`src/rk11_defs.svh`:
```
// rk11 constants for I/O page offsets, ATA codes and PIO timing, included by the RTL that needs them
`ifndef RK11_DEFS_SVH
`define RK11_DEFS_SVH

// register offsets on the I/O page
`define RK_ADDR_RKDS 13'o17400
`define RK_ADDR_RKER 13'o17402
`define RK_ADDR_RKCS 13'o17404
`define RK_ADDR_RKWC 13'o17406
`define RK_ADDR_RKBA 13'o17410
`define RK_ADDR_RKDA 13'o17412

// ATA status bits
`define ATA_ST_BSY 7
`define ATA_ST_DRQ 3
`define ATA_ST_ERR 0

// ATA commands
`define ATA_CMD_READ  16'h0020
`define ATA_CMD_WRITE 16'h0030

`define RK_VECTOR 8'o220

// PIO cycle, in clocks
`define IDE_SETUP_CYC  2
`define IDE_STROBE_CYC 4

`define RK_SECTOR_WORDS 256

`endif
```
`src/rk11_pkg.sv`:
```
// enum types shared by the rk11 modules, taken in by a wildcard import in each module header
`default_nettype none

package rk11_pkg;

   // command FSM, the set_* states must stay in task-file order
   typedef enum logic [4:0] {
      idle,
      poll_ready,
      set_devctrl,
      set_seccnt,
      set_lba0,
      set_lba1,
      set_lba2,
      set_drvhead,
      set_command,
      poll_alt,
      poll_drq,
      rd_data,
      rd_mem,
      wr_mem,
      wr_data,
      fin_alt,
      fin_status,
      finish,
      int_hold
   } rk_state_t;

   // RKCS bits 3:1
   typedef enum logic [2:0] {
      fn_other = 3'b000,
      fn_write = 3'b001,
      fn_read  = 3'b010
   } rk_func_t;

   // {cs, da} of the ATA register file
   typedef enum logic [4:0] {
      ata_alt_devctrl = 5'b01110,
      ata_data        = 5'b10000,
      ata_seccnt      = 5'b10010,
      ata_secnum      = 5'b10011,
      ata_cyllow      = 5'b10100,
      ata_cylhigh     = 5'b10101,
      ata_drvhead     = 5'b10110,
      ata_status_cmd  = 5'b10111
   } ata_reg_t;

endpackage

`default_nettype wire

```
`src/rk11_regs.sv`:
```
// RK11 register file, used by the rk11 top for CPU access and the transfer counters
`timescale 1ns/10ps
`default_nettype none
`include "rk11_defs.svh"

module rk11_regs import rk11_pkg::*;
(
   input  logic        clk,
   input  logic        reset,
   input  logic [12:0] iopage_addr,
   input  logic [15:0] data_in,
   input  logic        iopage_wr,
   input  logic        inc_wc,
   input  logic        inc_ba,
   input  logic        set_err,
   input  logic        set_done,
   input  logic        clear_go,
   output logic [15:0] data_out,
   output logic        decode,
   output logic        go,
   output rk_func_t    func,
   output logic        ie,
   output logic        busy_n,
   output logic [15:0] rkwc,
   output logic [15:0] rkda,
   output logic [17:0] bus_addr,
   output logic        wc_zero,
   output logic        wc_sector_end
);

   logic        cs_err;
   logic        cs_done;
   logic [1:0]  cs_mex;
   logic [2:0]  cs_func;
   logic [15:0] rkba;
   logic        wr_cs;
   logic        wr_wc;
   logic        wr_ba;
   logic        wr_da;

   assign wr_cs = iopage_wr && (iopage_addr == `RK_ADDR_RKCS);
   assign wr_wc = iopage_wr && (iopage_addr == `RK_ADDR_RKWC);
   assign wr_ba = iopage_wr && (iopage_addr == `RK_ADDR_RKBA);
   assign wr_da = iopage_wr && (iopage_addr == `RK_ADDR_RKDA);

   always_comb
   begin
      decode   = 1'b1;
      data_out = 16'd0;
      case (iopage_addr)
         // drive status and error detail read as zero
         `RK_ADDR_RKDS, `RK_ADDR_RKER:
            data_out = 16'd0;
         `RK_ADDR_RKCS:
            data_out = {cs_err, 7'd0, cs_done, ie, cs_mex, cs_func, go};
         `RK_ADDR_RKWC:
            data_out = rkwc;
         `RK_ADDR_RKBA:
            data_out = rkba;
         `RK_ADDR_RKDA:
            data_out = rkda;
         default:
            decode = 1'b0;
      endcase
   end

   always_ff @(posedge clk)
   begin
      if (reset)
      begin
         cs_err  <= 1'b0;
         cs_done <= 1'b0;
         ie      <= 1'b0;
         cs_mex  <= 2'd0;
         cs_func <= 3'd0;
         go      <= 1'b0;
         rkwc    <= 16'd0;
         rkba    <= 16'd0;
         rkda    <= 16'd0;
      end
      else
      begin
         if (wr_cs)
         begin
            ie <= data_in[6];
            // only ie may change while a command runs
            if (busy_n)
            begin
               cs_done <= data_in[7];
               cs_mex  <= data_in[5:4];
               cs_func <= data_in[3:1];
               go      <= data_in[0];
               if (data_in[0])
               begin
                  cs_done <= 1'b0;
                  cs_err  <= 1'b0;
               end
            end
         end
         if (wr_wc)
            rkwc <= data_in;
         if (wr_ba)
            rkba <= data_in;
         if (wr_da)
            rkda <= data_in;

         // FSM updates
         if (inc_wc)
            rkwc <= rkwc + 16'd1;
         if (inc_ba)
            {cs_mex, rkba} <= bus_addr + 18'd2;
         if (set_err)
            cs_err <= 1'b1;
         if (set_done)
            cs_done <= 1'b1;
         if (clear_go)
            go <= 1'b0;
      end
   end

   assign func     = rk_func_t'(cs_func);
   assign busy_n   = ~go;
   assign bus_addr = {cs_mex, rkba};

   // word count runs up from a negative value
   assign wc_zero       = (rkwc == 16'd0);
   assign wc_sector_end = (rkwc[$clog2(`RK_SECTOR_WORDS)-1:0] == '0);

endmodule

`default_nettype wire

```
`config.mk`:
```
export PLATFORM = sky130hd
export DESIGN_NAME = rk11_regs
export DESIGN_NICKNAME = d
export VERILOG_FILES = /design/src/rk11_pkg.sv /design/src/rk11_regs.sv
export VERILOG_INCLUDE_DIRS = /design/src
export SDC_FILE = /design/constraint.sdc
export NUM_CORES = 1
export LEC_CHECK = 0
export BUFFER_PORTS_ARGS = -buffer_cell sky130_fd_sc_hd__buf_2
export CORE_ASPECT_RATIO = 0.75
export CORE_MARGIN = 1
export CORE_UTILIZATION = 51
export CTS_CLUSTER_SIZE = 16
export DETAILED_ROUTE_END_ITERATION = 6
export GPL_TIMING_DRIVEN = 1
export PLACE_DENSITY = 0.88
export RECOVER_POWER = 25
export SYNTH_ARGS = -nofsm -noshare
export SYNTH_HDL_FRONTEND = slang
export SYNTH_SLANG_ARGS = --single-unit
```
`constraint.sdc`:
```
create_clock -name clk -period 3.4 [get_ports clk]
set_input_delay 0.68 -clock clk [delete_from_list [all_inputs] [get_ports clk]]
set_output_delay 0.68 -clock clk [all_outputs]
set_load 0.1 [all_outputs]
```
**Yosys cells after proc, flatten, opt, wreduce, memory -nomap -nowiden**

Index checks and enable logic that the tools add are counted.

- Add/subtract/negate cells: 2
- Equality and inequality tests: 9
- Multiplexer cells: 18
- Bitwise gates (word level): 1
- Reduce and logical (&&, ||, !) cells: 18

Operators by type and width:

| cell | number |
|---|---|
| 13-bit == test (second input constant) | 6 |
| 16-bit 2-to-1 mux | 4 |
| 16-bit case mux with 4 select lines | 1 |
| 18-bit by 2-bit adder with 18-bit output (second input constant) | 1 |
| 16-bit by 1-bit adder with 16-bit output (second input constant) | 1 |
| 16-bit logical NOT | 1 |
| 2-bit nonzero test | 6 |
| 1-bit 2-to-1 mux | 10 |
| 8-bit logical NOT | 1 |
| 2-bit 2-to-1 mux | 3 |
| 2-bit inequality test (second input constant) | 3 |
| 2-bit AND reduction | 3 |
| 6-bit OR reduction | 1 |
| 1-bit logical AND | 4 |
| 3-bit AND reduction | 1 |
| 2-bit OR reduction | 1 |
| 1-bit inverter | 1 |

- Register bits after elaboration: 57
- Output and inout port bits: 75
- Logic and storage cells: 57

**Depth between registers and ports, before layout**

- Depth in word-level cells: 4
- Gate-level depth with buffers: 8

**Worst setup path after synthesis**

Ideal clock, no wire load.

- Path kind: input-to-output
- Start: input port iopage_addr[5]
- End: output port decode
- Arrival: 6.094 ns
- Data required time: 2.720 ns
- Slack: -3.374 ns
- Stages on the path: 3
- Cells stage by stage: or4_1 buf_4 a2111oi_0

- Longest elaborated chain between the ends: 3

RTL lines:

| item | line | source |
|---|---|---|
| from (decl) | rk11_regs.sv:10 | `input logic [12:0] iopage_addr,` |
| 13-bit == test | rk11_regs.sv:50 | `case (iopage_addr)` |
| 6-bit OR reduction (no line) (*) | - |  |
| 1-bit 2-to-1 mux (*) | rk11_regs.sv:50 |  |
| to (decl) | rk11_regs.sv:19 | `output logic decode,` |

Every way passes the cells marked *; elsewhere a longest branch is shown, timed or not.

**Worst setup path in the final report**

- Start: input port iopage_addr[5]
- End: output port data_out[7]

- Longest elaborated chain between the ends: 2

RTL lines:

| item | line | source |
|---|---|---|
| 13-bit == test | rk11_regs.sv:50 |  |
| 16-bit case mux with 4 select lines (*) | rk11_regs.sv:50 |  |
| to (decl) | rk11_regs.sv:18 | `output logic [15:0] data_out,` |

Marks and branches as above.

==> flow_summary.yaml <==
run_status:
  outcome: "completed"
synthesis:
  synth_largest_area_cell: "dfxtp_1"
  synth_top_area_share_pct: 34.8
  ys_seq_elements: 57
  ys_async_sr_fraction_pct: 0
  synth_area_um2: 3280
  synthesis.nets: 451
  syn_inst: 411
  yosysSeqAreaShare_pct: 34.8
  ys_types: 52
  synth-edff-count: 0
  syn_area_per_cell_um2: 7.98
  synthFlopType: "dfxtp_1"
  yosysWarningCount: 0
  synthTopCellsByArea: "dfxtp_1 35%, nand2_1 7.2%, a21oi_1 6.9%, mux2i_1 6.7%, a22o_1 3.7%"
die:
  ios: 112
  chipHeight_um: 71.5
  dieArea_um2: 6760
  row_count: 24
  dieWidth_um: 94.6
  coreArea_um2: 6010
  start_util_pct: 54.6
sta:
  fin_crit_ps: 3340
  hold_violations: 0
  rsz0062_at_grt: "false"
  fin_ws_ps: 63.1
  fin_crit_sh_pct: 98.1
  slew_viol_final: 0
  finClkSkew_ps: 7.55
  relSlewSlack_pct: 17.5
  setup_viol: 0
  hold_ws_ps: 480
  worstMarginPinSlew_ps: 1240
  fmax_ghz: 0.300
detailed_routing:
  drc_errors: 0
  drtPass1Iterations: 6
  vias_per_cell: 6.63
  dr_wl_met2_um: 5210
  drt_iter0_drc: 510
  vias: 3984
  ant_nets: 0
  top_layer: "met4"
  route.met3.wl_um: 1340
  wl_met1_um: 4630
  wl_per_cell_um: 19.3
  routed_wl_um: 11600
finish:
  layout.nets: 558
  num-fill-cells: 474
  layout_commonest_cell: "buf_2"
  layout_common_cells: "64 x buf_2, 63 x nand2_1, 52 x dfxtp_1"
  area_growth_pct: 33.1
  antenna_cells: 0
  final_layout_size_suffix_gt1_share_pct: 25.8
power:
  p_clk_share_pct: 41.3
  p_per_area_nw_per_um2: 353
  vdd_ir_drop_max_v: 0.000215
  p_sw_uw: 455
  swShare_pct: 29.5
  sequentialPowerShare_pct: 44.9
  p_int_uw: 1090
  p_leak_uw: 0.00165
  combPwrFrac_pct: 13.8
global_route:
  antenna_found_initial: 0
  grt_pass1_wl_um: 18300
  grt_max_degree: 58
  grt_overflow: 0
  grtUsageTotal_pct: 35.4
  grt_pass1_vias: 3657
clock_tree:
  clk_pin_slew_ps: 60
  clockBufferDepth: 2
  clk_latency_ps: 350
  cts_tree: "yes"
  cts_setup_buffers: 0
  htree_levels: 3
  numCtsBuffers: 9
  cts.sinks: 57
  cts_root_buffer: "clkbuf_8"
critical_path:
  worstSetupPathType: "input port to primary output"
  path_max_fanout: 6
  critPathArrivalTime_ps: 2660
  cp-start-kind: "input port"
  cp-end-kind: "primary output"
  required_ps: 2720
place:
  port_buffers: 111
  hpwl_um: 8190
  routabilityCongestion: 0.926
  dp_slack_ps: 121
job:
  drv_cap: 0
worst_hold_path:
  hp-class: "flip-flop to flip-flop"
==> area by class of cell <==
class	count	area, µm²	area share, %
clock buffers	13	149	3.41
repair buffers	122	856	19.6
inverters	10	37.5	0.860
well taps	78	97.6	2.23
flip-flops and latches	57	1150	26.4
clock inverters	3	40.0	0.917
multi-input cells	318	2030	46.6
==> power by group through the flow <==
| stage | logic [µW] | clock network [µW] | registers [µW] |
|---|---|---|---|
| 6_report | 213 | 638 | 692 |
| 5_1_grt | 224 | 670 | 693 |
| 4_1_cts | 210 | 638 | 692 |
| 3_5_place_dp | 210 | 0 | 706 |
| 3_3_place_gp | 205 | 0 | 706 |
| 2_1_floorplan | 99.6 | 0 | 751 |
==> through the flow <==
step / instance area, µm² / TNS, ps / power (µW) / instances / util [%]
2_1_floorplan: 3340 / -6030 / 850 / 411 / -
3_3_place_gp: 4210 / 0 / 911 / 585 / 70.1
3_5_place_dp: 4210 / 0 / 916 / 585 / 70.1
4_1_cts: 4400 / 0 / 1540 / 601 / 73.3
5_1_grt: 4370 / 0 / 1590 / 601 / 72.7
6_report: 4370 / 0 / 1540 / 601 / 72.7
==> worst max-delay path, cell delays in order <==
cell	delay, ps
buf_2	100
or4_1	530
or3_1	620
buf_4	260
o22ai_1	240
buf_12	220
==> per-layer routing <==
layer / track usage (%) / up-vias
met5: 0 / -
met4: 13.6 / 0
met3: 10.2 / 49
met2: 56.5 / 307
met1: 45.2 / 1873
li1: - / 1755
==> synth_stat cells, drive strengths merged, types with 2 or more instances <==
master / instances
nand3b: 2
nand2: 63
a211oi: 3
xor2: 2
a311oi: 2
nand3: 18
and3: 7
clkbuf: 19
o21ai: 8
o211ai: 3
dfxtp: 57
nor2: 23
a2bb2oi: 5
nand2b: 2
inv: 9
a22o: 14
and4b: 3
nand4b: 6
a32oi: 2
and4: 3
o221a: 2
or2: 3
a221oi: 2
or3: 3
xnor2: 4
ha: 3
a31oi: 14
or4: 2
o22ai: 9
nor4: 8
mux2i: 22
nand4: 12
a21oi: 45
buf: 7
nor2b: 2
nor3: 11
==> flip-flops by register name (all words and copies together) (netlist names) <==
register  count
cs_done       1
cs_err        1
cs_mex        2
func          3
go            1
ie            1
rkba         16
rkda         16
rkwc         16
==> worst paths after layout <==
| check | from | end | slack, ps | depth (start not counted) |
|---|---|---|---|---|
| setup / recovery | iopage_addr[5] | data_out[7] | 60 | 6 |
| hold / removal | rkda[15]$_SDFFE_PP0P_ | rkda[15]$_SDFFE_PP0P_ | 480 | 2 |
| setup reg to reg | rkba[1]$_SDFFE_PP0P_ | rkba[10]$_SDFFE_PP0P_ | 1320 | 5 |
| hold reg to reg | rkda[15]$_SDFFE_PP0P_ | rkda[15]$_SDFFE_PP0P_ | 480 | 2 |
==> cells by family after synthesis <==
kind of cell               share of synthesized area [%]
AOI/OAI and AO/OA                                   22.7
DFF                                                 34.8
muxes                                               7.06
buffers and inverters                               4.73
xor gates and xnor gates                            1.60
and+or+nand+nor                                     28.0
adders and majority gates                           1.14
==> timing repair <==
item	CTS	global route
hold buffers	0	0
resized for setup	0	1
setup endpoints to repair	0	4
(Power assumes the default switching activity.)
