### config.mk
export PLATFORM = sky130hd
export DESIGN_NAME = rk11_ctrl
export DESIGN_NICKNAME = d
export VERILOG_FILES = /design/src/rk11_pkg.sv /design/src/rk11_ctrl.sv
export VERILOG_INCLUDE_DIRS = /design/src
export SDC_FILE = /design/constraint.sdc
export NUM_CORES = 1
export LEC_CHECK = 0
export BUFFER_PORTS_ARGS = -buffer_cell sky130_fd_sc_hd__buf_2
export CORE_ASPECT_RATIO = 1.75
export CORE_MARGIN = 2
export CORE_UTILIZATION = 40
export DETAILED_ROUTE_END_ITERATION = 10
export GPL_ROUTABILITY_DRIVEN = 0
export PLACE_DENSITY = 0.9
export SETUP_SLACK_MARGIN = 0.1
export SLEW_MARGIN = 20
export SYNTH_ARGS = -nofsm -noshare
export SYNTH_HDL_FRONTEND = slang
export SYNTH_SLANG_ARGS = --single-unit
### constraint.sdc
create_clock -name clk -period 2.82 [get_ports clk]
set_input_delay 0.423 -clock clk [delete_from_list [all_inputs] [get_ports clk]]
set_output_delay 0.423 -clock clk [all_outputs]
set_load 0.01 [all_outputs]
### src/rk11_defs.svh
// rk11 constants for I/O page offsets, ATA codes and PIO timing, included by the RTL that needs them
`ifndef RK11_DEFS_SVH
`define RK11_DEFS_SVH

// register offsets on the I/O page
`define RK_ADDR_RKDS 13'o17400
`define RK_ADDR_RKER 13'o17402
`define RK_ADDR_RKCS 13'o17404
`define RK_ADDR_RKWC 13'o17406
`define RK_ADDR_RKBA 13'o17410
`define RK_ADDR_RKDA 13'o17412

// ATA status bits
`define ATA_ST_BSY 7
`define ATA_ST_DRQ 3
`define ATA_ST_ERR 0

// ATA commands
`define ATA_CMD_READ  16'h0020
`define ATA_CMD_WRITE 16'h0030

`define RK_VECTOR 8'o220

// PIO cycle, in clocks
`define IDE_SETUP_CYC  2
`define IDE_STROBE_CYC 4

`define RK_SECTOR_WORDS 256

`endif
### src/rk11_pkg.sv
// enum types shared by the rk11 modules, taken in by a wildcard import in each module header
`default_nettype none

package rk11_pkg;

   // command FSM, the set_* states must stay in task-file order
   typedef enum logic [4:0] {
      idle,
      poll_ready,
      set_devctrl,
      set_seccnt,
      set_lba0,
      set_lba1,
      set_lba2,
      set_drvhead,
      set_command,
      poll_alt,
      poll_drq,
      rd_data,
      rd_mem,
      wr_mem,
      wr_data,
      fin_alt,
      fin_status,
      finish,
      int_hold
   } rk_state_t;

   // RKCS bits 3:1
   typedef enum logic [2:0] {
      fn_other = 3'b000,
      fn_write = 3'b001,
      fn_read  = 3'b010
   } rk_func_t;

   // {cs, da} of the ATA register file
   typedef enum logic [4:0] {
      ata_alt_devctrl = 5'b01110,
      ata_data        = 5'b10000,
      ata_seccnt      = 5'b10010,
      ata_secnum      = 5'b10011,
      ata_cyllow      = 5'b10100,
      ata_cylhigh     = 5'b10101,
      ata_drvhead     = 5'b10110,
      ata_status_cmd  = 5'b10111
   } ata_reg_t;

endpackage

`default_nettype wire

### src/rk11_ctrl.sv
// RK11 command FSM, sets up the ATA task file, polls status and moves each data word
`timescale 1ns/10ps
`default_nettype none
`include "rk11_defs.svh"

module rk11_ctrl import rk11_pkg::*;
(
   input  logic        clk,
   input  logic        reset,
   input  logic        go,
   input  rk_func_t    func,
   input  logic        ie,
   input  logic [15:0] rkwc,
   input  logic [15:0] rkda,
   input  logic        wc_zero,
   input  logic        wc_sector_end,
   input  logic [15:0] ata_out,
   input  logic        ata_done,
   input  logic [15:0] word,
   input  logic        mem_done,
   output logic        ata_rd,
   output logic        ata_wr,
   output ata_reg_t    ata_addr,
   output logic [15:0] ata_in,
   output logic        load_ata,
   output logic        mem_wr_req,
   output logic        mem_rd_req,
   output logic        inc_wc,
   output logic        inc_ba,
   output logic        set_err,
   output logic        set_done,
   output logic        clear_go,
   output logic        interrupt,
   output logic [7:0]  vector
);

   rk_state_t state;
   rk_state_t next;
   rk_state_t word_next;
   logic      int_q;
   logic      is_read;
   logic      not_busy;

   assign is_read  = (func == fn_read);
   assign not_busy = !ata_out[`ATA_ST_BSY];

   // after a word: end of transfer, next sector, or next word
   always_comb
   begin
      if (wc_zero)
         word_next = fin_alt;
      else if (wc_sector_end)
         word_next = poll_alt;
      else if (is_read)
         word_next = rd_data;
      else
         word_next = wr_mem;
   end

   always_ff @(posedge clk)
   begin
      if (reset)
      begin
         state <= idle;
         int_q <= 1'b0;
      end
      else
      begin
         state <= next;
         int_q <= ie && (state == finish || state == int_hold);
      end
   end

   // two cycles, both after done is set
   assign interrupt = int_q && ie;
   assign vector    = interrupt ? `RK_VECTOR : 8'd0;

   always_comb
   begin
      next       = state;
      ata_rd     = 1'b0;
      ata_wr     = 1'b0;
      ata_addr   = ata_status_cmd;
      ata_in     = 16'd0;
      load_ata   = 1'b0;
      mem_wr_req = 1'b0;
      mem_rd_req = 1'b0;
      inc_wc     = 1'b0;
      inc_ba     = 1'b0;
      set_err    = 1'b0;
      set_done   = 1'b0;
      clear_go   = 1'b0;
      case (state)
         idle:
         begin
            if (go && (func == fn_read || func == fn_write))
               next = poll_ready;
            else if (go)
               next = finish;
         end
         poll_ready:
         begin
            ata_rd = 1'b1;
            if (ata_done && not_busy && !ata_out[`ATA_ST_DRQ])
               next = set_devctrl;
         end
         set_devctrl, set_seccnt, set_lba0, set_lba1, set_lba2, set_drvhead, set_command:
         begin
            ata_wr = 1'b1;
            if (ata_done)
               next = rk_state_t'(state + 5'd1);
            case (state)
               set_devctrl:
               begin
                  // nIEN, status is polled
                  ata_addr = ata_alt_devctrl;
                  ata_in   = 16'h0002;
               end
               set_seccnt:
               begin
                  // sectors covered by the negative word count
                  ata_addr = ata_seccnt;
                  ata_in   = {8'd0, ~rkwc[15:8] + 8'd1};
               end
               set_lba0:
               begin
                  ata_addr = ata_secnum;
                  ata_in   = {8'd0, rkda[7:0]};
               end
               set_lba1:
               begin
                  ata_addr = ata_cyllow;
                  ata_in   = {8'd0, rkda[15:8]};
               end
               set_lba2:
                  ata_addr = ata_cylhigh;
               set_drvhead:
               begin
                  // LBA mode, drive 0
                  ata_addr = ata_drvhead;
                  ata_in   = 16'h0040;
               end
               default:
                  ata_in = is_read ? `ATA_CMD_READ : `ATA_CMD_WRITE;
            endcase
         end
         poll_alt, fin_alt:
         begin
            ata_rd   = 1'b1;
            ata_addr = ata_alt_devctrl;
            if (ata_done)
               next = (state == poll_alt) ? poll_drq : fin_status;
         end
         poll_drq:
         begin
            ata_rd = 1'b1;
            if (ata_done && not_busy && ata_out[`ATA_ST_ERR])
            begin
               set_err = 1'b1;
               next    = finish;
            end
            else if (ata_done && not_busy && ata_out[`ATA_ST_DRQ])
               next = is_read ? rd_data : wr_mem;
         end
         rd_data:
         begin
            ata_rd   = 1'b1;
            ata_addr = ata_data;
            if (ata_done)
            begin
               load_ata = 1'b1;
               inc_wc   = 1'b1;
               next     = rd_mem;
            end
         end
         rd_mem:
         begin
            mem_wr_req = 1'b1;
            if (mem_done)
            begin
               inc_ba = 1'b1;
               next   = word_next;
            end
         end
         wr_mem:
         begin
            mem_rd_req = 1'b1;
            if (mem_done)
            begin
               inc_wc = 1'b1;
               inc_ba = 1'b1;
               next   = wr_data;
            end
         end
         wr_data:
         begin
            ata_wr   = 1'b1;
            ata_addr = ata_data;
            ata_in   = word;
            if (ata_done)
               next = word_next;
         end
         fin_status:
         begin
            // wait out the flush of the last sector
            ata_rd = 1'b1;
            if (ata_done && not_busy)
            begin
               set_err = ata_out[`ATA_ST_ERR];
               next    = finish;
            end
         end
         finish:
         begin
            set_done = 1'b1;
            clear_go = 1'b1;
            next     = ie ? int_hold : idle;
         end
         default:
            next = idle;
      endcase
   end

endmodule

`default_nettype wire

## Word level (Yosys, flattened, before mapping)

Index checks and enable logic that the tools add are counted.

- Output and inout bits: 40
- Register bits: 6
- Input bits: 75

- Reduce and logical (&&, ||, !) cells: 19
- Equal/unequal tests: 30
- Bitwise gates (word level): 1
- $add $sub $neg: 2
- Multiplexer cells: 37

Operators by type and width:

| cell | count |
|---|---|
| $mux W5 | 15 |
| $pmux W5 S11 | 1 |
| $pmux W8 S6 | 1 |
| $eq A5 B4 Y1 const B | 8 |
| $pmux W16 S2 | 1 |
| $pmux W5 S6 | 1 |
| $eq A5 B3 Y1 const B | 4 |
| $ne A2 B2 Y1 const B | 8 |
| $eq A5 B5 Y1 const B | 3 |
| $pmux W5 S3 | 1 |
| $mux W1 | 11 |
| $eq A5 B2 Y1 const B | 2 |
| $reduce_and A10 Y1 | 1 |
| $mux W3 | 3 |
| $add A8 B1 Y8 const B | 1 |
| $mux W8 | 1 |
| $not A8 Y8 | 1 |
| $reduce_or A8 Y1 | 1 |
| $logic_and A1 B1 Y1 | 7 |
| $reduce_or A7 Y1 | 1 |
| $ne A3 B3 Y1 const B | 2 |
| $reduce_or A2 Y1 | 3 |
| $reduce_or A6 Y1 | 1 |
| $add A5 B1 Y5 const B | 1 |
| 7 further kinds | 10 |

## Logic depth before layout (Yosys ltp)

- Depth after elaboration: 6
- Gate-level depth with buffers: 10
- Depth with buffers taken out: 9

## Least setup slack after synthesis

Ideal clock, no wire load.

- Path kind: register -> register
- Start: register state[0]
- End: register state[0]
- Clock period less this slack: 2.351 ns
- Setup time: 0.136 ns
- Required time: 2.684 ns
- Cell stages (with the launch flop): 10
- Setup slack: 0.469 ns
- Data arrival time: 2.215 ns
- Cell sequence: dfxtp_1 -> ha_1 -> clkbuf_1 -> inv_1 -> nor3_1 -> ha_1 -> a311oi_2 -> or4b_4 -> a2111oi_0 -> a211oi_1

- Cells in the longest elaborated chain, start to end: 4
- Elaborated cells on any way between the ends: 34
- Classes of those cells: add/sub (1); eq/ne (27); mux (2); reduce/logical (4)

RTL lines:

| element | RTL line | RTL |
|---|---|---|
| start, declared | rk11_ctrl.sv:37 | `rk_state_t state;` |
| start signal, assigned | rk11_ctrl.sv:64 | `state <= idle;` |
| start signal, assigned | rk11_ctrl.sv:69 | `state <= next;` |
| branches (longest 4 deep; another with $add A5 B1 Y5) | - |  |

Several ways; the timed one is not identified. The select of a mux whose other input is x is not followed.
A chain may end at the register's enable or synchronous reset.

## Final worst setup path

Same ends and word-level chain as after synthesis.

==> impl_metrics.toml <==
[layout]
seqCellArea_um2 = 121
multi_input_area_um2 = 1200
final_util = 0.565
syn_to_final_growth_pct = 37.8
final_cells = 345
stdcell_area_um2 = 2010
drive_above_1_share = 0.391
num-fill-cells = 353
num-nets-final = 382
n_antenna_cell = 0

[detailed_routing]
ant_nets = 0
wl_per_cell_um = 15.9
drt_first_iter_violations = 73
drtPass1Iterations = 4
drc = 0
routed_wl_um = 5500
vias = 2038
via_per_inst = 5.91

[floorplan]
die_area_um2 = 4170
rows = 29
die_w_um = 49.7
io_pins = 115
initial_core_util = 0.410
die_h_um = 83.9
core_region_area_um2 = 3560

[critical_path]
r2r.worst_path.cells = 7
crit_type = "reg2reg"
end_kind = "flip-flop"
r2r_start = "state[0]"
cp.required_ns = 2.90
crit_arrival_ns = 2.73
ff2ff_setup_slack_ns = 0.17
worstSetupStartpointType = "flip-flop"
critical_path.max_fanout = 10
timing.rr.end = "state[0]"

[timing]
drv_slew = 0
fmax_mhz = 377
rsz0062_at_grt = "yes"
min_period_ns = 2.65
finalHoldViolCount = 0
fin_crit_sh = 0.940
clock_skew_ns = 0.00116
finalSetupViolCount = 0
finalSetupTns_ns = 0

[synth]
yosys.cell_types.count = 63
synth_top_cells_by_count = "nand2_1, a21oi_1, o21ai_0"
avgSynthCellArea_um2 = 6.88
async_reset_ff_frac = 0
synth.cell_area_um2 = 1460
seq_area_frac_synth = 0.0823
synth_cells = 212
synth.most_common_cell = "nand2_1"
synth_flop_cell = "dfxtp_1"
ys_warn_count = 0
synth-seq-cells = 6
synth_top_area_frac = 0.0823
synthTopCellsByArea = "dfxtp_1, a21oi_1, buf_4, ha_1, nand2_1"
synth_edf_count = 0
yosysTopAreaCell = "dfxtp_1"

[hold_path]
min-delay-start = "reset"
min_path_type = "in2reg"
min_to = "state[0]"
holdPathStages = 2

[status]
run_status = "finished clean"

[clock_tree]
cts-root-buf = "clkbuf_8"
clk_pin_slew_ns = 0.03
htree_levels = 1
worstSkewPairLatency_ns = 0.22
cts.path.max_buffers = 2
cts_tree = "built"
cts_buffers = 3
clock-sinks = 6
cts_hold_buf = 0

[global_routing]
grt_pass1_vias = 1898
track_usage = 0.249
grt_max_degree = 16
grt_antenna_before_repair = 0
grt_overflow_total = 0
grt_first_pass_wirelength_um = 8220

[power]
p_clk_frac = 0.111
switching_share = 0.481
seq_power_share = 0.120
power_density_nw_per_um2 = 553
internal_power_uw = 576
p_sw_uw = 535
pwr-share-comb = 0.769
ir_drop_mv = 0.326
p_leak_uw = 0.000998

[job]
maxCapViolCount = 0

[place]
dp.cells = 339
place_area_um2 = 1930
dp.final_hpwl_um = 4510
port_buffers = 87
## how the worst max path moves through the flow
stage	startpoint	to	slack, ns	depth (start not counted)
4_1_cts	state[0]	ata_addr[4]	0.15	8
3_5_place_dp	state[0]	state[0]	0.21	7
3_3_place_gp	state[0]	state[0]	0.27	7
2_1_floorplan	state[0]	state[0]	0.47	9
6_report	state[0]	state[0]	0.17	7
5_1_grt	state[0]	ata_addr[4]	0.05	8
## repair_timing
action,4_1_cts,5_1_grt
endpoints found under the hold margin,0,0
resized for setup,1,5
pin swaps,0,0
buffers inserted,0,3
endpoints found under the setup margin,1,5
## state kept, by name, indices dropped and copies added (netlist names)
| name | flops |
|---|---|
| int_q | 1 |
| state | 5 |
## cell type report
cell class | count | share of cell area
well taps | 46 | 0.0286
clock buffers | 3 | 0.0205
inverters | 10 | 0.0187
multi-input cells | 178 | 0.599
repair buffers | 102 | 0.273
flip-flops and latches | 6 | 0.0604
## critical path, cell delays in order (launching register included)
cell       delay [ns]
dfxtp_1          0.39
inv_1            0.11
ha_1             0.34
mux2_4           0.32
a311oi_2         0.34
or4b_4           0.52
a2111oi_1        0.40
a211oi_1         0.09
## power groups by stage
stage	logic [µW]	registers (µW)	clock network, µW
global placement	785	131	0
global route	925	136	134
CTS	805	132	130
finish	855	133	124
detailed placement	798	134	0
floorplan	563	122	0
## cells by family after synthesis
logic type	count (synthesis)	share of synthesized area
simple gates	87	0.344
flops	6	0.0823
other cells	1	0.00257
xor+xnor	8	0.0480
mux	4	0.0309
fa+ha+maj	6	0.0515
buf+inv	33	0.112
compound gates	67	0.328
## layout by cell type (no fill, tap or decap), types with 5 or more instances in the layout
cell type and instances:
nor3_1 7, conb_1 6, nor2b_1 5, and2_1 11, ha_1 5, buf_4 15
a21oi_1 16, inv_1 9, buf_2 87, dfxtp_1 5, xnor2_1 5, nor2_1 10
o21ai_0 13, nand2_1 19
## metrics by stage
stage          hold slack [ns]  setup slack (ns)  power (µW)
2_1_floorplan            0.484             0.469         685
3_5_place_dp             0.530             0.211         932
5_1_grt                  0.427            0.0521        1190
4_1_cts                  0.409             0.155        1070
6_report                 0.423             0.168        1110
3_3_place_gp             0.511             0.266         917
## routing by layer
layer | vias up | share of wire | track usage | wire length, µm
li1 | 946 | - | - | -
met2 | 131 | 0.55 | 0.495 | 3000
met4 | 0 | 0.065 | 0.199 | 359
met1 | 931 | 0.32 | 0.195 | 1750
met3 | 30 | 0.071 | 0.0430 | 389
met5 | - | 0 | 0 | 0
(Power assumes the default switching activity.)
