--- src/rk11_defs.svh ---
// rk11 constants for I/O page offsets, ATA codes and PIO timing, included by the RTL that needs them
`ifndef RK11_DEFS_SVH
`define RK11_DEFS_SVH

// register offsets on the I/O page
`define RK_ADDR_RKDS 13'o17400
`define RK_ADDR_RKER 13'o17402
`define RK_ADDR_RKCS 13'o17404
`define RK_ADDR_RKWC 13'o17406
`define RK_ADDR_RKBA 13'o17410
`define RK_ADDR_RKDA 13'o17412

// ATA status bits
`define ATA_ST_BSY 7
`define ATA_ST_DRQ 3
`define ATA_ST_ERR 0

// ATA commands
`define ATA_CMD_READ  16'h0020
`define ATA_CMD_WRITE 16'h0030

`define RK_VECTOR 8'o220

// PIO cycle, in clocks
`define IDE_SETUP_CYC  2
`define IDE_STROBE_CYC 4

`define RK_SECTOR_WORDS 256

`endif
--- src/rk11_dma.sv ---
// DMA port of the rk11, moves one latched word between the ATA side and memory
`timescale 1ns/10ps
`default_nettype none

module rk11_dma
(
   input  logic        clk,
   input  logic        reset,
   input  logic [17:0] bus_addr,
   input  logic        load_ata,
   input  logic [15:0] ata_out,
   input  logic        mem_wr_req,
   input  logic        mem_rd_req,
   input  logic        dma_ack,
   input  logic [15:0] dma_data_out,
   output logic [15:0] word,
   output logic        mem_done,
   output logic        dma_req,
   output logic [17:0] dma_addr,
   output logic [15:0] dma_data_in,
   output logic        dma_rd,
   output logic        dma_wr
);

   logic ack_cycle;

   assign ack_cycle = dma_req && dma_ack;

   // held from the request level until the ack
   always_ff @(posedge clk)
   begin
      if (reset)
         dma_req <= 1'b0;
      else if (ack_cycle)
         dma_req <= 1'b0;
      else if (mem_wr_req || mem_rd_req)
         dma_req <= 1'b1;
   end

   always_ff @(posedge clk)
   begin
      if (load_ata)
         word <= ata_out;
      else if (dma_rd)
         word <= dma_data_out;
   end

   assign mem_done    = ack_cycle;
   assign dma_wr      = ack_cycle && mem_wr_req;
   assign dma_rd      = ack_cycle && mem_rd_req;
   assign dma_addr    = bus_addr;
   assign dma_data_in = word;

endmodule

`default_nettype wire

--- config.mk ---
export PLATFORM = sky130hd
export DESIGN_NAME = rk11_dma
export DESIGN_NICKNAME = d
export VERILOG_FILES = /design/src/rk11_defs.svh /design/src/rk11_dma.sv
export SDC_FILE = /design/constraint.sdc
export NUM_CORES = 1
export LEC_CHECK = 0
export BUFFER_PORTS_ARGS = -buffer_cell sky130_fd_sc_hd__clkbuf_2
export CORE_UTILIZATION = 37
export CTS_CLUSTER_DIAMETER = 40
export DETAILED_ROUTE_END_ITERATION = 16
export PLACE_DENSITY = 0.81
export SYNTH_ARGS = -nofsm -noshare
export SYNTH_HDL_FRONTEND = slang
export SYNTH_SLANG_ARGS = --single-unit
export TNS_END_PERCENT = 10
--- constraint.sdc ---
create_clock -name clk -period 4.4 [get_ports clk]
set_input_delay 1.1 -clock clk [delete_from_list [all_inputs] [get_ports clk]]
set_output_delay 1.1 -clock clk [all_outputs]
set_load 0.02 [all_outputs]
# After elaboration in Yosys (flattened, before gate mapping)
# Cells that the tools add are included.
totals:
  out_inout_bits: 54
  elab_cells: 10
  inputBits: 56
  register_bits: 17
classes:
  n_reduce_logical: 6
  mux: 2
ops:
  columns: ["op", "n"]
  rows:
  - ["$mux W16", 2]
  - ["$logic_and A1 B1 Y1", 3]
  - ["$reduce_bool A2 Y1", 1]
  - ["$reduce_or A2 Y1", 1]
  - ["$logic_or A1 B1 Y1", 1]

# Logic depth before layout (Yosys ltp)
# Gate-level depths: netlist of the first run.
depth:
  depth_word: 4
  depth_mapped: 3

# Least setup slack after synthesis of the first run
# OpenSTA, ideal clock, no wires.
synth_path:
  path_type: "input to output"
  start: "input mem_rd_req"
  end: "output dma_rd"
  cell_stages: 1
  arrival_ps: 1363
  n_path_buf: 0
  path_slack_ps: 1937
  cell_sequence: "and3_1"
synth_between:
  elab_chain_cells: 1
synth_lines:
  columns: ["element", "line_no", "source"]
  rows:
  - ["start: declaration", "rk11_dma.sv:13", "input logic mem_rd_req,"]
  - ["$logic_and A1 B1 Y1", "rk11_dma.sv:50", "assign dma_rd = ack_cycle && mem_rd_req;"]
  - ["end: declaration", "rk11_dma.sv:21", "output logic dma_rd,"]
# Every way passes these cells.

# Worst setup path in the final report of the first run
# Same ends and word-level chain as after synthesis.

==> results of run 1 <==
==> worst max-delay path: cells and delay by family <==
kind          cells  cell delay [ns]
simple gates      1             0.16
buf+inv           2             0.26
==> final cells by class <==
cell class,instances,area [um^2],area share (%)
clock buffer,3,22.5,1.90
clock inverter,1,7.51,0.635
multi-input combinational,22,249,21.1
sequential,17,500,42.3
timing repair buffer,73,365,30.9
tap,30,37.5,3.17
==> cell usage in the layout (no fill, tap or decap) <==
master	count
sky130_fd_sc_hd__and2_1	1
sky130_fd_sc_hd__and3_1	2
sky130_fd_sc_hd__clkbuf_2	73
sky130_fd_sc_hd__clkbuf_4	3
sky130_fd_sc_hd__clkinvlp_4	1
sky130_fd_sc_hd__dfxtp_1	1
sky130_fd_sc_hd__edfxtp_1	16
sky130_fd_sc_hd__mux2_2	7
sky130_fd_sc_hd__mux2_4	9
sky130_fd_sc_hd__nor3_1	2
sky130_fd_sc_hd__or2_1	1
==> cells in the mapped netlist <==
master                     instances
sky130_fd_sc_hd__mux2_2            7
sky130_fd_sc_hd__buf_4            34
sky130_fd_sc_hd__dfxtp_1           1
sky130_fd_sc_hd__mux2_4            9
sky130_fd_sc_hd__and2_1            1
sky130_fd_sc_hd__buf_6             1
sky130_fd_sc_hd__and3_1            2
sky130_fd_sc_hd__buf_12            1
sky130_fd_sc_hd__or2_1             1
sky130_fd_sc_hd__nor3_1            2
sky130_fd_sc_hd__edfxtp_1         16
==> how the worst max path moves through the flow <==
stage | to | cells after the start | from | slack [ns]
2_1_floorplan | dma_rd | 1 | mem_rd_req | 1.94
3_3_place_gp | dma_rd | 3 | mem_rd_req | 1.79
3_5_place_dp | dma_rd | 3 | mem_rd_req | 1.77
4_1_cts | dma_rd | 3 | mem_rd_req | 1.77
5_1_grt | dma_rd | 3 | mem_rd_req | 1.75
6_report | dma_rd | 3 | mem_rd_req | 1.78
==> layer usage <==
metal	wire length [um]	global-route usage, %	up-vias
met5	0	0	-
met4	102	13.3	0
met3	164	1.91	20
met2	1010	22.1	39
met1	605	13.7	291
li1	-	-	310
==> kinds of logic (layout without fill, tap and decap cells) <==
kind of cell,after synthesis,in the layout,synth area share (%)
flops,17,17,48.3
mux,16,16,20.7
simple gates,6,6,3.38
buf+inv,36,77,27.7
==> state kept, by name (all words and copies together), names as in the netlist <==
register and cells:
dma_req 1, dma_data_in 16
==> where the power goes <==
part	switching, mW	internal (mW)	leakage [nW]
registers	0.00705	0.193	0.166
clock network	0.0493	0.0345	0.0139
logic	0.0539	0.0422	0.425
total	0.110	0.269	0.605
==> per-stage QoR <==
stage | instance area [um^2] | hold WS [ns]
after floorplan | 1040 | 0.669
after global placement | 1150 | 0.569
after detailed placement | 1150 | 0.599
after CTS | 1180 | 0.616
after global routing | 1180 | 0.670
final | 1180 | 0.619
==> results.md, run 1 <==
- Max-cap violations in this run came to 0.
- The arrival time of data at the critical path endpoint is 1.52 ns.
- The setup TNS is 0 ns.
- The congestion estimate from routability-driven global placement came to about 0.69.
- The total count of max-transition violations in the final report was 0.
- Walking the worst path, the cells encountered are clkbuf_2, and3_1, clkbuf_2.
- In this run the standard cell core region covers 0.00257 mm^2.
- The count of unresolved DRC violations after routing is 0.
- Headroom to the max-slew limit came out at 56.5%.
- The maximum clock path buffer count is 2.
- Clock tree synthesis inserted a total of 3 buffers.
- The nature of the critical path endpoint is a primary output.
- TritonCTS built the clock tree.
- The clock reaches the later pin of the worst-skew pair after just under 0.3 ns.
- The reg-to-reg setup timing slack is 2.94 ns.
- The worst hold path passes through 2 cells.
- Counting I/O delays and the setup requirement, the final critical path takes 2.62 ns.
- In the final routed layout, each cell accounts on average for ~13 um.
- The largest net degree at the start of global routing is 18.
- The synthesized netlist occupies a cell area of 0.00104 mm^2.
- The detail route stage leaves a number of antenna-violating nets equal to 0.
- The number of port buffers is 73.
- The most numerous cell type found on the critical path is sky130_fd_sc_hd__clkbuf_2.
- In this run the power density over the cells is 321 mW/mm^2.
- Counting cells, the worst reg-to-reg path comes to 2.
- The final core area utilization is 46.1%.
- The fraction of the cycle the final worst path needs is between 50% and 60%.
- The biggest area contributor in the post-synthesis netlist is sky130_fd_sc_hd__edfxtp_1.
- The count of instances resized after the clock tree is built is 0.
- The required time at the worst-slack endpoint is 3.30 ns.
- The total via count in the routed design is 660.
- The total grt overflow is 0.
- The routed wire length is 1880 um.
- The number of placement rows is 18.
- For the pin with the worst max-slew slack, the measured transition is ~0.65 ns.
- The first detailed-routing pass took 3 iterations.
- The number of failing hold endpoints at the final stage was 0.
- The worst-case setup slack after placement is 1.77 ns.
- The area growth from synthesis to layout is 14.1%.
- The final-report setup violation count is 0.
- The maximum clock frequency is 0.382 GHz.
- For the final database, setup skew stands at 0.00564 ns.
- The slowest library cell on the worst path is sky130_fd_sc_hd__clkbuf_2.
- The horizontal extent of the die is 54.9 um.
- The number of antenna violations at the first check in global routing was 0.
- On the worst path, the slowest cell contributes a delay of 0.17 ns.
- The tree is rooted in a sky130_fd_sc_hd__clkbuf_4.
- The number of global-route vias before repair was 632.
- The number of instances in the placed design is 142.
- The clock-pin slew on the worst setup and hold paths is 0.10 ns.
- The number of antenna diodes in the final layout is 0.
- The first global-routing pass estimated 2680 um of wire.
- Summed over all cells, the static leakage comes to 0.605 nW.
- The total power consumption of the routed design is 0.380 mW.
- The startpoint of the tightest hold check path is dma_req.
- The layout net count is roughly 170.
- The instance count of the mapped netlist is 75.
- The worst hold endpoint is dma_req.
- After the flow finishes, the layout carries non-filler instances totaling 146.
- The placed wire-length estimate is 1530 um.
- The DRC marker count from the first detailed-route iteration is 7.
- The run finished with clean final reports.
- The mean post-synth cell area is 13.8 um^2.
- In the global route stage, overall resource usage came out at 13.2%.
- The start-to-end type of the worst setup path is in -> out.
- Of the cells placed in the final design, the portion with a size suffix greater than 1 is 80.2%.
- Synthesis produced a netlist with a net count of 131.
- In this run the biggest area consumer among cell types represents a little under half of the synthesized area.
- Buffers inserted to repair hold after CTS numbered 0.
- After filler insertion, the fill cell instance count of the layout stands at 248.
- The count of yosys warnings during synthesis is 0.
- Yosys attributes the largest share of cell area to sky130_fd_sc_hd__edfxtp_1, sky130_fd_sc_hd__buf_4, sky130_fd_sc_hd__mux2_4.
- The netlist uses 11 different library cells.
- In the routed layout, each cell is associated on average with a via count of between 4 and 5.
- The peak supply drop is roughly 0.21 mV.
- The starting utilization of the core area is 40.4%.
- The top-level I/O count is 110.
- In this run the worst path has a maximum fanout of 2.
- The number of synthesized register bits is 17.
- The share of the Yosys chip area taken by registers is 48.3%.
- In this run the critical register-to-register path is captured at dma_data_in[6].
- In this run the critical register-to-register path is launched from dma_req.
- STA classifies the critical path startpoint as a primary input.
- The number of buffers inserted to repair setup after CTS is 0.
- CTS built an H-tree with a depth of 1.
- The total die area is 0.00302 mm^2.
- The clock sink count is 17.
- The floorplan step set the die height to between 50 and 60 um.
- The tightest min-delay check is of the reg -> reg type.
- Setup repair after global routing left no endpoint under its margin.
- The final worst slack is 1.78 ns.
(Power assumes the default switching activity.)
==> run 2: changes to the inputs <==
--- a/config.mk
+++ b/config.mk
@@ -6,10 +6,10 @@
 export NUM_CORES = 1
 export LEC_CHECK = 0
 export BUFFER_PORTS_ARGS = -buffer_cell sky130_fd_sc_hd__clkbuf_2
-export CORE_UTILIZATION = 37
+export CORE_UTILIZATION = 34
 export CTS_CLUSTER_DIAMETER = 40
 export DETAILED_ROUTE_END_ITERATION = 16
-export PLACE_DENSITY = 0.81
+export PLACE_DENSITY = 0.75
 export SYNTH_ARGS = -nofsm -noshare
 export SYNTH_HDL_FRONTEND = slang
 export SYNTH_SLANG_ARGS = --single-unit
==> constraint.sdc (replaced) <==
create_clock -name clk -period 2.6 [get_ports clk]
set_input_delay 0.65 -clock clk [delete_from_list [all_inputs] [get_ports clk]]
set_output_delay 0.65 -clock clk [all_outputs]
set_load 0.02 [all_outputs]
==> results.md, run 2 (synthesis gave the netlist of run 1 again) <==
- The run finished, with violations left.
- The final reports fail on DRC.
- The setup TNS is 0 ns.
- In this run, the number of DRC markers left after iteration 0 of detailed routing was 19.
- Across all layers, the routed design uses 655 vias.
- Of the cells placed in the final design, the portion with a size suffix greater than 1 is 80.3%.
- The first global-routing pass estimated between 2000 and 3000 um of wire.
- Net switching is 28.4% of the power.
- The count of nets left with antenna violations once routing finished came out at 0.
- After global routing the overflow that remains totals 0.
- The number of clock buffers inserted by TritonCTS is 3.
- In the final layout, the multi-input gates occupy 249 um^2.
- On the worst path, the slowest cell contributes a delay of around 0.17 ns.
- The library cell used most frequently in the layout, excluding fill and tap cells, is sky130_fd_sc_hd__clkbuf_2.
- Entering global routing, the biggest net connects 18 pins.
- The number of global-route vias before repair is 629.
- The number of antenna cells inserted is 0.
- The placeable core region is roughly 0.0028 mm^2.
- The starting utilization of the core area is a little over a third.
- The slowest stage of the critical path is the sky130_fd_sc_hd__clkbuf_2 cell.
- The library cell used as clock root buffer is sky130_fd_sc_hd__clkbuf_4.
- At the worst endpoint, the arrival time is 1.07 ns.
- For the pin with the worst max-slew slack, the measured transition is 0.482 ns.
- For this run, design rule violations remaining after detail routing come to 8.
- The clock sink count is 17.
- The relative contribution of combinational cells to total power is 25.7%.
- After clock tree synthesis, the setup repair step added 0 buffers.
- The total count of max-transition violations in the final report is 0.
- On the final layout, the worst clock skew is 0.0109 ns.
- The layout net count is 174.
- The register with the most flip-flops in the layout has 16 of them.
- The maximum clock frequency is 0.582 GHz.
- The number of vias per cell is 4.43.
- In this run the tool buffered the top-level ports with 73 buffer cells.
- The total power consumption of the routed design is 0.636 mW.
- The clock-pin slew on the worst setup and hold paths is 0.10 ns.
- The sequential cell area is ~500 um^2.
- Setup violations remaining at the end of the flow were counted as 0.
- The sequential fraction of design power is between 50% and 60%.
- Once detailed placement completed, the half-perimeter wirelength came to 1460 um.
- The number of placement rows is 19.
- The fraction of power consumed by the clock network is 21.4%.
- In the layout the commonest cells are sky130_fd_sc_hd__clkbuf_2, sky130_fd_sc_hd__edfxtp_1, sky130_fd_sc_hd__mux2_4.
- Internal power comes to 0.455 mW.
- The cell repeated most along the worst path is sky130_fd_sc_hd__clkbuf_2.
- 110 I/O pins were placed.
- The routed wire length is approximately 1700 um.
- In this run the register-to-register setup slack is 1.40 ns.
- The worst path in the final design needs a cycle of 1.72 ns, including I/O delays and setup.
- The number of antenna violations at the first check in global routing is 0.
- The category of the worst setup path launch point is a primary input.
- The kind of path behind the tightest hold check is in -> reg.
- For this run, the total global-route usage over all layers was measured as 11.1%.
- The floorplan step defined a die boundary enclosing between 0.003 and 0.004 mm^2.
- The peak supply drop is 0.268 mV.
- The maximum clock path buffer count is 2.
- In this run the power spent charging and discharging nets is 0.180 mW.
- Before antenna repair, the detailed router went through 9 iterations.
- The remaining max-slew budget at the tightest pin is 67.9%.
- The critical-path maximum fanout is 3.
- The depth of the worst register-to-register path is 3.
- The worst setup path is of the in -> out kind.
- CTS built an H-tree with a depth of 1.
- Measured along the y axis, the die boundary spans 57.2 um.
- The worst hold path cell count is 2.
- The worst path uses 66.1% of the clock period.
- At the worst endpoint, the required time is 1.95 ns.
- The signal on the critical path passes through clkbuf_2, and3_1, clkbuf_2.
- The horizontal extent of the die is 57.2 um.
- The latest clock arrival within the worst-skew pair is ~0.28 ns.
- The nature of the critical path endpoint is a primary output.
- The average wire per standard cell is 11.7 um.
- Dividing total power by cell area gives a power density of 535 mW/mm^2.
- In this run the critical register-to-register path is captured at dma_data_in[4].
- Setup repair after global routing left no endpoint under its margin.
- Tracing the worst setup path back leads to its startpoint at dma_ack.
- In this run, post-CTS hold repair placed 0 buffers.
- The count of instances resized after the clock tree is built is 0.
- The beginning of the worst register-to-register path is dma_req.
- The signed area change from the synthesized netlist to the final layout is 14.7%.
- Following the worst setup path forward leads to its endpoint at dma_rd.
- The number of max-cap violations is 0.
- The number of failing hold endpoints at the final stage was 0.
- The static leakage is around 0.61 nW.
- TritonCTS built the clock tree.
- At the end of routability-driven placement, the weighted congestion stood at 0.678.
- The filler cell count in the final layout is 276.
run 2: layout make-up:
class	count	area share [%]
Tap cell	31	3.26
Multi-Input combinational cell	22	20.9
Clock buffer	3	1.89
Timing Repair Buffer	74	31.4
Sequential cell	17	42.1
Clock inverter	1	0.421
run 2: critical path, delay by kind of cell:
kind / cells / cell delay, ns
and+or+nand+nor: 1 / 0.16
buffers and inverters: 2 / 0.26
run 2: layer usage:
layer,track usage [%],part of all wire (%),up-vias
met1,10.3,32,287
met5,0,0,-
met3,3.85,13,8
met4,9.76,2.7,0
met2,19.3,52,50
li1,-,-,310
run 2: stage by stage:
stage / area (um^2) / setup slack, ns / utilization [%] / std cells / hold slack (ns)
finish: 1190 / 0.881 / 42.0 / 148 / 0.513
global placement: 1160 / 0.846 / 41.0 / 144 / 0.562
CTS: 1190 / 0.871 / 42.0 / 148 / 0.508
detailed placement: 1160 / 0.811 / 41.0 / 144 / 0.615
floorplan: 1040 / 0.852 / - / 75 / 0.669
global route: 1190 / 0.844 / 42.0 / 148 / 0.516
run 2: worst min path at each step:
stage                     startpoint      end
after floorplan              dma_req  dma_req
after global placement       dma_req  dma_req
after detailed placement     dma_req  dma_req
after CTS                      reset  dma_req
after global routing           reset  dma_req
final                          reset  dma_req
run 2: power groups by stage:
stage / clock [mW] / combinational, mW / sequential [mW]
2_1_floorplan: 0 / 0.138 / 0.369
3_5_place_dp: 0 / 0.165 / 0.343
5_1_grt: 0.155 / 0.174 / 0.340
6_report: 0.136 / 0.163 / 0.336
4_1_cts: 0.141 / 0.165 / 0.337
3_3_place_gp: 0 / 0.164 / 0.342
